**src/pixelPkg.sv**
```systemverilog
// Screen and tile constants, tile and game state enums, pixel structs, fixed colors
package pixelPkg;

	// ------------------------------------------------------------
	// Screen and playfield geometry
	// ------------------------------------------------------------
	localparam int coordWidth     = 10;
	localparam int tileSize       = 32;
	localparam int tileShift      = 5;  // log2 of tileSize
	localparam int mapCols        = 20;
	localparam int mapRows        = 15;
	localparam int mapSize        = mapCols * mapRows;
	localparam int tileIndexWidth = 9;

	// Sprite boxes
	localparam int playerWidth  = 20;
	localparam int playerHeight = 27;
	localparam int bombWidth    = 15;
	localparam int bombHeight   = 18;

	// ------------------------------------------------------------
	// Enums
	// ------------------------------------------------------------
	typedef enum logic [2:0] {
		tileEmpty   = 3'd0,
		tileWall    = 3'd1,
		tileBrick   = 3'd2,
		tileSpeedUp = 3'd3,
		tileBombUp  = 3'd4
	} tileKindT;

	typedef enum logic {
		statePlay  = 1'b0,
		statePause = 1'b1
	} gameStateT;

	// ------------------------------------------------------------
	// Structs
	// ------------------------------------------------------------
	typedef struct packed {
		logic [coordWidth-1:0] x;
		logic [coordWidth-1:0] y;
	} pixelPosT;

	typedef struct packed {
		logic [7:0] red;
		logic [7:0] green;
		logic [7:0] blue;
	} rgbT;

	typedef struct packed {
		logic                      valid;
		logic [tileIndexWidth-1:0] index;
		tileKindT                  kind;
	} mapWriteT;

	typedef struct packed {
		tileKindT             kind;
		logic [tileShift-1:0] offX;
		logic [tileShift-1:0] offY;
	} tileLookupT;

	typedef struct packed {
		rgbT  color;
		logic solid;  // Drawn over sprites
	} tileColorT;

	typedef struct packed {
		logic player1;
		logic player2;
		logic bomb;
	} spriteHitsT;

	// ------------------------------------------------------------
	// Fixed colors
	// ------------------------------------------------------------
	localparam rgbT colorBlack    = rgbT'{8'h00, 8'h00, 8'h00};
	localparam rgbT colorSky      = rgbT'{8'h00, 8'ha2, 8'he8};
	localparam rgbT colorWallFace = rgbT'{8'hb0, 8'hb0, 8'hb0};
	localparam rgbT colorWallEdge = rgbT'{8'h40, 8'h40, 8'h40};
	localparam rgbT colorBrick    = rgbT'{8'hb5, 8'h31, 8'h20};
	localparam rgbT colorMortar   = rgbT'{8'hff, 8'hcc, 8'hc5};
	localparam rgbT colorSpeedUp  = rgbT'{8'hf8, 8'h28, 8'h00};
	localparam rgbT colorBombUp   = rgbT'{8'hf8, 8'h78, 8'h00};
	localparam rgbT colorPlayer1  = rgbT'{8'he8, 8'h20, 8'h50};
	localparam rgbT colorPlayer2  = rgbT'{8'he0, 8'h18, 8'h98};
	localparam rgbT colorBomb     = rgbT'{8'h20, 8'h40, 8'h58};

endpackage

```
**src/colorMapper.sv**
```systemverilog
// Top level of the pixel color pipeline joining map, shader, sprite tests and mixer
`timescale 1ns/1ps

module colorMapper (
	input  logic                Clk,
	input  logic                reset,
	input  logic                blank,
	input  pixelPkg::pixelPosT  drawPos,
	input  pixelPkg::gameStateT gameState,
	input  pixelPkg::pixelPosT  player1Pos,
	input  pixelPkg::pixelPosT  player2Pos,
	input  pixelPkg::pixelPosT  bombPos,
	input  logic                bombArmed,
	input  pixelPkg::mapWriteT  mapWrite,
	output pixelPkg::rgbT       rgb
);
	import pixelPkg::*;

	tileLookupT lookup;
	tileColorT  tileColor;
	spriteHitsT hits;

	// Stage one background
	tileMap tileMap_inst (
		.Clk      (Clk),
		.reset    (reset),
		.drawPos  (drawPos),
		.mapWrite (mapWrite),
		.lookup   (lookup)
	);

	tileShader tileShader_inst (
		.lookup    (lookup),
		.tileColor (tileColor)
	);

	// Stage one sprites
	spriteHit spriteHit_inst (
		.Clk        (Clk),
		.reset      (reset),
		.drawPos    (drawPos),
		.player1Pos (player1Pos),
		.player2Pos (player2Pos),
		.bombPos    (bombPos),
		.bombArmed  (bombArmed),
		.hits       (hits)
	);

	// Stage two
	pixelMixer pixelMixer_inst (
		.Clk       (Clk),
		.reset     (reset),
		.blank     (blank),
		.gameState (gameState),
		.tileColor (tileColor),
		.hits      (hits),
		.rgb       (rgb)
	);

endmodule

```
**src/pixelMixer.sv**
```systemverilog
// Layer priority, pause and blank handling, and the output color register
`timescale 1ns/1ps

module pixelMixer (
	input  logic                 Clk,
	input  logic                 reset,
	input  logic                 blank,
	input  pixelPkg::gameStateT  gameState,
	input  pixelPkg::tileColorT  tileColor,
	input  pixelPkg::spriteHitsT hits,
	output pixelPkg::rgbT        rgb
);
	import pixelPkg::*;

	logic      blankQ;
	gameStateT stateQ;
	rgbT       colorNext;

	// ------------------------------------------------------------
	// Line up scan levels with stage one
	// ------------------------------------------------------------
	always_ff @(posedge Clk) begin
		if (reset) begin
			blankQ <= 1'b0;  // Holds output black for two cycles
			stateQ <= statePlay;
		end else begin
			blankQ <= blank;
			stateQ <= gameState;
		end
	end

	// ------------------------------------------------------------
	// Priority select
	// ------------------------------------------------------------
	always_comb begin
		if (!blankQ || stateQ == statePause) begin
			colorNext = colorBlack;
		end else if (tileColor.solid) begin
			colorNext = tileColor.color;  // Wall or brick
		end else if (hits.player1) begin
			colorNext = colorPlayer1;
		end else if (hits.player2) begin
			colorNext = colorPlayer2;
		end else if (hits.bomb) begin
			colorNext = colorBomb;
		end else begin
			// Power-ups and sky
			colorNext = tileColor.color;
		end
	end

	always_ff @(posedge Clk) begin
		if (reset) begin
			rgb <= colorBlack;
		end else begin
			rgb <= colorNext;
		end
	end

endmodule

```
**src/spriteHit.sv**
```systemverilog
// Registered box tests of the current pixel against both players and the bomb
`timescale 1ns/1ps

module spriteHit (
	input  logic                 Clk,
	input  logic                 reset,
	input  pixelPkg::pixelPosT   drawPos,
	input  pixelPkg::pixelPosT   player1Pos,
	input  pixelPkg::pixelPosT   player2Pos,
	input  pixelPkg::pixelPosT   bombPos,
	input  logic                 bombArmed,
	output pixelPkg::spriteHitsT hits
);
	import pixelPkg::*;

	// Unsigned wrap makes pixels left of or above the box fail the test
	function automatic logic boxHit(
		input pixelPosT              pix,
		input pixelPosT              obj,
		input logic [coordWidth-1:0] boxW,
		input logic [coordWidth-1:0] boxH
	);
		logic [coordWidth-1:0] distX;
		logic [coordWidth-1:0] distY;
		distX = pix.x - obj.x;
		distY = pix.y - obj.y;
		return (distX < boxW) && (distY < boxH);
	endfunction

	spriteHitsT hitsNext;

	always_comb begin
		hitsNext.player1 = boxHit(drawPos, player1Pos,
			coordWidth'(playerWidth), coordWidth'(playerHeight));
		hitsNext.player2 = boxHit(drawPos, player2Pos,
			coordWidth'(playerWidth), coordWidth'(playerHeight));
		hitsNext.bomb    = bombArmed && boxHit(drawPos, bombPos,
			coordWidth'(bombWidth), coordWidth'(bombHeight));
	end

	always_ff @(posedge Clk) begin
		if (reset) begin
			hits <= '0;
		end else begin
			hits <= hitsNext;  // Stage one
		end
	end

endmodule

```
**src/tileMap.sv**
```systemverilog
// Playfield tile storage with a write strobe and registered pixel lookup
`timescale 1ns/1ps

module tileMap (
	input  logic                   Clk,
	input  logic                   reset,
	input  pixelPkg::pixelPosT     drawPos,
	input  pixelPkg::mapWriteT     mapWrite,
	output pixelPkg::tileLookupT   lookup
);
	import pixelPkg::*;

	tileKindT tiles [mapSize];

	logic [coordWidth-tileShift-1:0] tileRow;
	logic [coordWidth-tileShift-1:0] tileCol;
	logic [coordWidth-1:0]           tileIndex;  // Row * 20 + column
	tileKindT                        kindNow;

	assign tileRow   = drawPos.y[coordWidth-1:tileShift];
	assign tileCol   = drawPos.x[coordWidth-1:tileShift];
	assign tileIndex = coordWidth'(tileRow) * coordWidth'(mapCols) + coordWidth'(tileCol);

	// Off the playfield reads as empty
	assign kindNow = (tileIndex < coordWidth'(mapSize)) ?
		tiles[tileIndex[tileIndexWidth-1:0]] : tileEmpty;

	always_ff @(posedge Clk) begin
		if (reset) begin
			for (int i = 0; i < mapSize; i++) begin
				tiles[i] <= tileEmpty;
			end
		end else if (mapWrite.valid && mapWrite.index < tileIndexWidth'(mapSize)) begin
			tiles[mapWrite.index] <= mapWrite.kind;
		end
	end

	// Stage one lookup
	always_ff @(posedge Clk) begin
		lookup.kind <= kindNow;
		lookup.offX <= drawPos.x[tileShift-1:0];
		lookup.offY <= drawPos.y[tileShift-1:0];
	end

endmodule

```
**src/tileShader.sv**
```systemverilog
// Per-kind pattern shading of a tile pixel into a color and a solid flag
`timescale 1ns/1ps

module tileShader (
	input  pixelPkg::tileLookupT lookup,
	output pixelPkg::tileColorT  tileColor
);
	import pixelPkg::*;

	localparam logic [tileShift-1:0] lastOff = tileShift'(tileSize - 1);

	logic onEdge;
	logic onMortar;

	// One pixel border around a wall tile
	assign onEdge = (lookup.offX == '0) || (lookup.offX == lastOff) ||
		(lookup.offY == '0) || (lookup.offY == lastOff);

	// Mortar line every 8 rows
	assign onMortar = (lookup.offY[2:0] == 3'd0);

	always_comb begin
		tileColor.solid = 1'b0;
		tileColor.color = colorSky;
		case (lookup.kind)
			tileWall: begin
				tileColor.solid = 1'b1;
				if (onEdge) begin
					tileColor.color = colorWallEdge;
				end else begin
					tileColor.color = colorWallFace;
				end
			end
			tileBrick: begin
				tileColor.solid = 1'b1;
				if (onMortar) begin
					tileColor.color = colorMortar;
				end else begin
					tileColor.color = colorBrick;
				end
			end
			tileSpeedUp: begin
				tileColor.color = colorSpeedUp;
			end
			tileBombUp: begin
				tileColor.color = colorBombUp;
			end
			default: begin
				tileColor.color = colorSky;  // Empty
			end
		endcase
	end

endmodule
```
**config.mk**
```make
export PLATFORM = sky130hd
export DESIGN_NAME = colorMapper
export DESIGN_NICKNAME = d
export VERILOG_FILES = /design/src/pixelPkg.sv /design/src/colorMapper.sv /design/src/pixelMixer.sv /design/src/spriteHit.sv /design/src/tileMap.sv /design/src/tileShader.sv
export SDC_FILE = /design/constraint.sdc
export NUM_CORES = 2
export LEC_CHECK = 0
export BUFFER_PORTS_ARGS = -buffer_cell sky130_fd_sc_hd__buf_2
export CAP_MARGIN = 20
export CORE_MARGIN = 2
export CORE_UTILIZATION = 55
export CTS_CLUSTER_DIAMETER = 100
export CTS_CLUSTER_SIZE = 24
export DETAILED_ROUTE_END_ITERATION = 10
export PLACE_DENSITY = 0.81
export SETUP_SLACK_MARGIN = 0.05
export SLEW_MARGIN = 20
export SYNTH_ARGS = -nofsm -noshare
export SYNTH_HDL_FRONTEND = slang
export SYNTH_SLANG_ARGS = --single-unit
export TNS_END_PERCENT = 5
```
**constraint.sdc**
```tcl
create_clock -name Clk -period 3.5 [get_ports Clk]
set_input_delay 0.7 -clock Clk [delete_from_list [all_inputs] [get_ports Clk]]
set_output_delay 0.7 -clock Clk [all_outputs]
set_load 0.03 [all_outputs]
```
# [Word-level counts from Yosys, hierarchy flattened]
# Memories as Yosys holds them, arrays and structs flattened. A register that Yosys moved wholly into a read port is not among the register bits.
# Index checks and enable logic that the tools add are counted.
[totals] mem_count=1 word_cells=66 reg_bits=39 output_inout_bits=24 mem_bits_rw=900 input_bits=98
[mem_list] name="tileMap_inst.tiles" words=300 width=3 read_ports=1 rd_clocked_by_memory_dff=1 wr=300 line_no="tileMap.sv:13" text="tileKindT tiles [mapSize];"
[op_classes] addsub=7 multipliers=1 reduce_logical=17 n_lt_le_gt_ge=8 n_eq_ne=6 muxes=16
[op_table] cell="24-bit 2-to-1 mux" count=5
[op_table] cell="24-bit one-hot mux with 4 select lines" count=1
[op_table] cell="10-bit subtractor" count=6
[op_table] cell="10-bit by 5-bit < comparator with 1-bit output, second input constant" count=5
[op_table] cell="23-bit 2-to-1 mux" count=1
[op_table] cell="10-bit by 5-bit adder with 10-bit output" count=1
[op_table] cell="5-bit equality test, second input constant" count=2
[op_table] cell="5-bit zero test" count=2
[op_table] cell="10-bit by 4-bit < comparator with 1-bit output, second input constant" count=1
[op_table] cell="10-bit by 9-bit < comparator with 1-bit output, second input constant" count=1
[op_table] cell="9-bit < comparator, second input constant" count=1
[op_table] cell="9-bit 2-to-1 mux" count=1
[op_table] cell="5-bit by 3-bit multiplier with 8-bit output, second input constant" count=1
[op_table] cell="1-bit 2-to-1 mux" count=7
[op_table] cell="3-bit by 2-bit equality test with 1-bit output, second input constant" count=2
[op_table] cell="1-bit logical AND" count=5
[op_table] cell="1-bit logical OR" count=4
[op_table] cell="2-bit OR reduction" count=2
[op_table] cell="3-bit by 1-bit equality test with 1-bit output, second input constant" count=1
[op_table] cell="3-bit equality test, second input constant" count=1
[op_table] cell="3-bit zero test" count=1
[op_table] cell="3-bit 2-to-1 mux" count=1
[op_table] cell="3-bit OR reduction" count=1
[op_table] cell="1-bit zero test" count=2

# [Depth between registers and ports, before layout]
[depth] ltp_word=10 mapped_depth=12 ltp_nobuf=12

# [Hierarchy]
# A second synthesis with hierarchy kept.
[hier_totals] cells_unflattened=3717 area_unflattened_um2=48225.0
[by_module_without_submodules] mod="tileMap" seq_area_each_um2=29087.9 cells_each=3195 area_each_um2=44315.0 instances=1
[by_module_without_submodules] mod="spriteHit" seq_area_each_um2=60.1 cells_each=387 area_each_um2=2687.6 instances=1
[by_module_without_submodules] mod="pixelMixer" seq_area_each_um2=520.5 cells_each=85 area_each_um2=895.9 instances=1
[by_module_without_submodules] mod="tileShader" seq_area_each_um2=0.0 cells_each=50 area_each_um2=326.6 instances=1

# [Worst setup path after synthesis]
# Ideal clock, no wire load.
[synth_path] kind="input-to-reg" from="input drawPos[5] (netlist bit)" to="register, netlist name tileMap_inst.lookup[12]" path_slack_ps=89 setup_ps=125 required_time_ps=3375 path_buffers=3 stages=12 t_arrival_ps=3286 path_cell_list="ha_1 -> fa_1 -> clkbuf_1 -> inv_2 -> buf_1 -> buf_2 -> mux2i_1 -> nor3_1 -> a311oi_1 -> a21oi_1 -> o211ai_1 -> nand3_1"
[synth_between] elab_chain_len=4
[synth_lines] item="start: declaration" line_no="colorMapper.sv:8" text="input pixelPkg::pixelPosT drawPos,"
[synth_lines] item="5-bit by 3-bit multiplier with 8-bit output (*)" line_no="tileMap.sv:22" text="assign tileIndex = coordWidth'(tileRow) * coordWidth'(mapCols) + coordWidth'(tileCol);"
[synth_lines] item="10-bit by 5-bit adder with 10-bit output (*)" line_no="tileMap.sv:22"
[synth_lines] item="10-bit by 9-bit < comparator with 1-bit output" line_no="tileMap.sv:25" text="assign kindNow = (tileIndex < coordWidth'(mapSize)) ?"
[synth_lines] item="1-bit zero test (no source line)"
# Mark *: on every way between the ends. The rest lies on a longest branch, timed or not.
# A chain may end at the register's enable or synchronous reset.

# [Worst setup path after layout]
[layout_path] from="input drawPos[6] (netlist bit)" to="register, netlist name tileMap_inst.lookup[11]"
[layout_between] elab_chain_len=4
[layout_lines] item="5-bit by 3-bit multiplier with 8-bit output (*)" line_no="tileMap.sv:22"
[layout_lines] item="10-bit by 5-bit adder with 10-bit output (*)" line_no="tileMap.sv:22"
[layout_lines] item="10-bit by 9-bit < comparator with 1-bit output" line_no="tileMap.sv:25"
[layout_lines] item="1-bit zero test (no source line)"
# Marks and branches as above.

==> insert_results.sql <==
INSERT INTO impl_metrics (metric_group, metric, value, unit) VALUES
('cts', 'cts_resized', '0', ''),
('timing', 'finClkSkew', '23.4', 'ps'),
('cts', 'root_cell_of_the_clock_tree', 'sky130_fd_sc_hd__clkbuf_16', ''),
('logic_synthesis', 'yosys.area_share.simple', '11.1', '%'),
('timing', 'report.final.slew_viol_count', '0', ''),
('global_route', 'initial_antenna_violation_count', '16', ''),
('cts', 'worst_skew_pair.late_latency', '660', 'ps'),
('floorplan', 'floorplan.die_area', '87700', 'um^2'),
('worst_setup_path', 'timing.setup.critical_path_class', 'input pin to register', ''),
('global_route', 'grt_use_total', '32.6', '%'),
('cts', 'cts_htree_levels', '2', ''),
('timing', 'period_needed', '2960', 'ps'),
('worst_setup_path', 'crit_required', '4110', 'ps'),
('power', 'power.combinational.fraction', '15.2', '%'),
('timing', 'fin_hold_ws', '203', 'ps'),
('floorplan', 'die_height', '296', 'um'),
('routing', 'detailed_route_wire_length_per_cell', '29.2', 'um'),
('layout', 'syn2layout_area_growth', '9.39', '%'),
('timing', 'worst_slew_margin_rel', '37.0', '%'),
('routing', 'vias', '32681', ''),
('logic_synthesis', 'most_used_standard_cells_in_the_synthesized_netlist', '967 x sky130_fd_sc_hd__nor2_1, 940 x sky130_fd_sc_hd__edfxtp_1, 294 x sky130_fd_sc_hd__a21o_1, 272 x sky130_fd_sc_hd__clkbuf_1, 248 x sky130_fd_sc_hd__mux4_2', ''),
('power', 'sequential_share_of_power', '57.9', '%'),
('timing', 'hold_viol', '0', ''),
('min_path', 'hp-class', 'input pin to register', ''),
('timing', 'final-setup-viol-count', '0', ''),
('power', 'intPower', '17400', 'uW'),
('routing', 'initialDrtViolationCount', '5892', ''),
('logic_synthesis', 'synth_area_per_cell', '13.0', 'um^2'),
('power', 'netSwitchingPower', '6140', 'uW'),
('place', 'post-place-ws', '-39.0', 'ps'),
('logic_synthesis', 'ys.warnings.count', '0', ''),
('power', 'p_leak', '0.0180', 'uW'),
('floorplan', 'die_x', '296', 'um'),
('routing', 'drc', '0', ''),
('power', 'ir_worst_vdd', '0.422', 'mV'),
('timing', 'grt_setup_unrepaired', 'false', ''),
('global_route', 'grt_overflow', '0', ''),
('cts', 'cts-root-to-sink-buffers', '3', ''),
('logic_synthesis', 'synth.top_cells.by_area', 'sky130_fd_sc_hd__edfxtp_1 60%, sky130_fd_sc_hd__mux4_2 12%, sky130_fd_sc_hd__nor2_1 7.7%', ''),
('cts', 'cts-buffers-inserted', '48', ''),
('logic_synthesis', 'synth.lib_cells_used.distinct', '72', ''),
('layout', 'drive_above_1_share', '19.3', '%'),
('cts', 'cts_setup_buffers', '0', ''),
('timing', 'maxClockFrequency', '0.337', 'GHz'),
('global_route', 'first_global_vias', '31883', ''),
('place', 'dp_hpwl', '101000', 'um'),
('routing', 'detail-route-antenna-nets', '0', ''),
('logic_synthesis', 'top_cell_type_s_share_of_synthesized_area', '60.2', '%'),
('cts', 'cts_tree', 'done', ''),
('logic_synthesis', 'netlist_instances', '3599', ''),
('routing', 'wirelength', '143000', 'um'),
('power', 'share_clk_of_total_power', '26.9', '%'),
('logic_synthesis', 'yosysMostFrequentCell', 'sky130_fd_sc_hd__nor2_1', ''),
('worst_setup_path', 'start_kind', 'input pin', ''),
('power', 'switching_share', '26.0', '%'),
('layout', 'num-nets-final', '3884', ''),
('global_route', 'grt_max_degree', '125', ''),
('global_route', 'grt_first_pass_wirelength', '206000', 'um'),
('logic_synthesis', 'yosys_most_used_dff', 'sky130_fd_sc_hd__edfxtp_1', ''),
('place', 'port-buffer-count', '120', ''),
('outcome', 'run_status', 'complete, no violations', ''),
('timing', 'timing.setup.tns', '0', 'ps'),
('worst_setup_path', 'worst_ep_arrival_time', '3570', 'ps'),
('routing', 'drt_pre_antenna_iters', '8', ''),
('cts', 'clk_pin_slew', '100', 'ps'),
('timing', 'timing_worst_slew_pin_value', '944', 'ps'),
('worst_setup_path', 'cell_by_cell_trace_of_the_critical_path', 'buf_2, ha_1, ha_1, fa_1, nand2_1, a21oi_1, nand3b_1, o21ai_0, nand3_1, a21oi_1, a311oi_1, nand3_1', ''),
('floorplan', 'floorplan.initialDensity', '55.3', '%'),
('worst_setup_path', 'timing.critical_path.slowest_cell_delay', '610', 'ps'),
('cts', 'holdBufCountCts', '0', ''),
('logic_synthesis', 'synthArstFlopShare', '0', '%');
[registers in the layout (all words and copies together) (netlist names)]
signal / cells
spriteHit_inst.hits: 3
tileMap_inst.lookup: 13
pixelMixer_inst.blankQ: 1
tileMap_inst.tiles: 940
pixelMixer_inst.rgb: 19
pixelMixer_inst.stateQ: 1
[power groups by stage]
| stage | combinational, uW | sequential, uW | clock [uW] |
|---|---|---|---|
| 3_3_place_gp | 3410 | 13900 | 0 |
| 5_1_grt | 3730 | 13700 | 6650 |
| 6_report | 3580 | 13600 | 6340 |
| 2_1_floorplan | 2230 | 13800 | 0 |
| 4_1_cts | 3470 | 13600 | 6320 |
| 3_5_place_dp | 3450 | 13900 | 0 |
[stage by stage]
| step | utilization, % | total power (uW) | cells |
|---|---|---|---|
| floorplan | - | 16000 | 3639 |
| global placement | 58.8 | 17300 | 4814 |
| detailed placement | 58.8 | 17400 | 4814 |
| CTS | 60.5 | 23400 | 4883 |
| global route | 60.5 | 24100 | 4883 |
| finish | 60.5 | 23600 | 4888 |
[cells in the final DEF, fill, tap and decap left out, types with 17 or more instances in the layout]
cell type and instances:
sky130_fd_sc_hd__nand2b_1 18, sky130_fd_sc_hd__mux4_2 248, sky130_fd_sc_hd__a21o_1 294, sky130_fd_sc_hd__clkbuf_16 48
sky130_fd_sc_hd__a22oi_1 34, sky130_fd_sc_hd__mux2i_1 32, sky130_fd_sc_hd__buf_12 18, sky130_fd_sc_hd__nor2b_1 22
sky130_fd_sc_hd__nor2_1 957, sky130_fd_sc_hd__buf_2 117, sky130_fd_sc_hd__dfxtp_1 37, sky130_fd_sc_hd__inv_1 67
sky130_fd_sc_hd__ha_1 59, sky130_fd_sc_hd__o21bai_1 19, sky130_fd_sc_hd__nand2_1 118, sky130_fd_sc_hd__nor3_1 29
sky130_fd_sc_hd__a21oi_1 60, sky130_fd_sc_hd__o21ai_0 37, sky130_fd_sc_hd__conb_1 41, sky130_fd_sc_hd__nand3_1 37
sky130_fd_sc_hd__buf_4 234, sky130_fd_sc_hd__xnor2_1 17, sky130_fd_sc_hd__edfxtp_1 940
[per-layer routing]
layer	vias to the layer above	wire length (um)	global-route usage (%)
li1	13365	-	-
met1	16017	47300	41.5
met2	2714	65600	51.8
met3	567	21200	9.40
met4	18	8290	15.2
met5	-	203	0.776
[worst paths after layout]
path	start	endpoint	slack, ps	depth (start not counted)
worst min register to register	pixelMixer_inst.blankQ$_SDFF_PP0_	pixelMixer_inst.rgb[14]$_SDFF_PP0_	520	2
worst max-delay path	drawPos[6]	tileMap_inst.lookup[11]$_SDFF_PP0_	540	12
worst min-delay path	drawPos[10]	tileMap_inst.lookup[5]$_DFF_P_	200	1
worst max register to register	tileMap_inst.tiles[199][1]$_SDFFCE_PN0P_	tileMap_inst.lookup[11]$_SDFF_PP0_	940	6
[cell type report]
type	count	area, um^2	area share (%)
diodes	5	12.5	0.0244
clock buffers	61	1260	2.45
clock inverters	8	109	0.212
inverters	68	255	0.497
multi-input cells	2253	16500	32.2
flip-flops and latches	977	29000	56.4
well taps	1144	1430	2.79
repair buffers	372	2750	5.35
[logic make-up (layout without fill, tap and decap cells)]
logic type,count (synthesis),count (layout)
XOR/XNOR,36,36
adder cells (fa/ha/maj),66,66
buffers and inverters,409,509
other,1,46
AND/OR/NAND/NOR,1274,1274
AO/OA/AOI/OAI,551,551
flip-flops,977,977
multiplexers,285,285
Power figures use the tool's default switching activity.
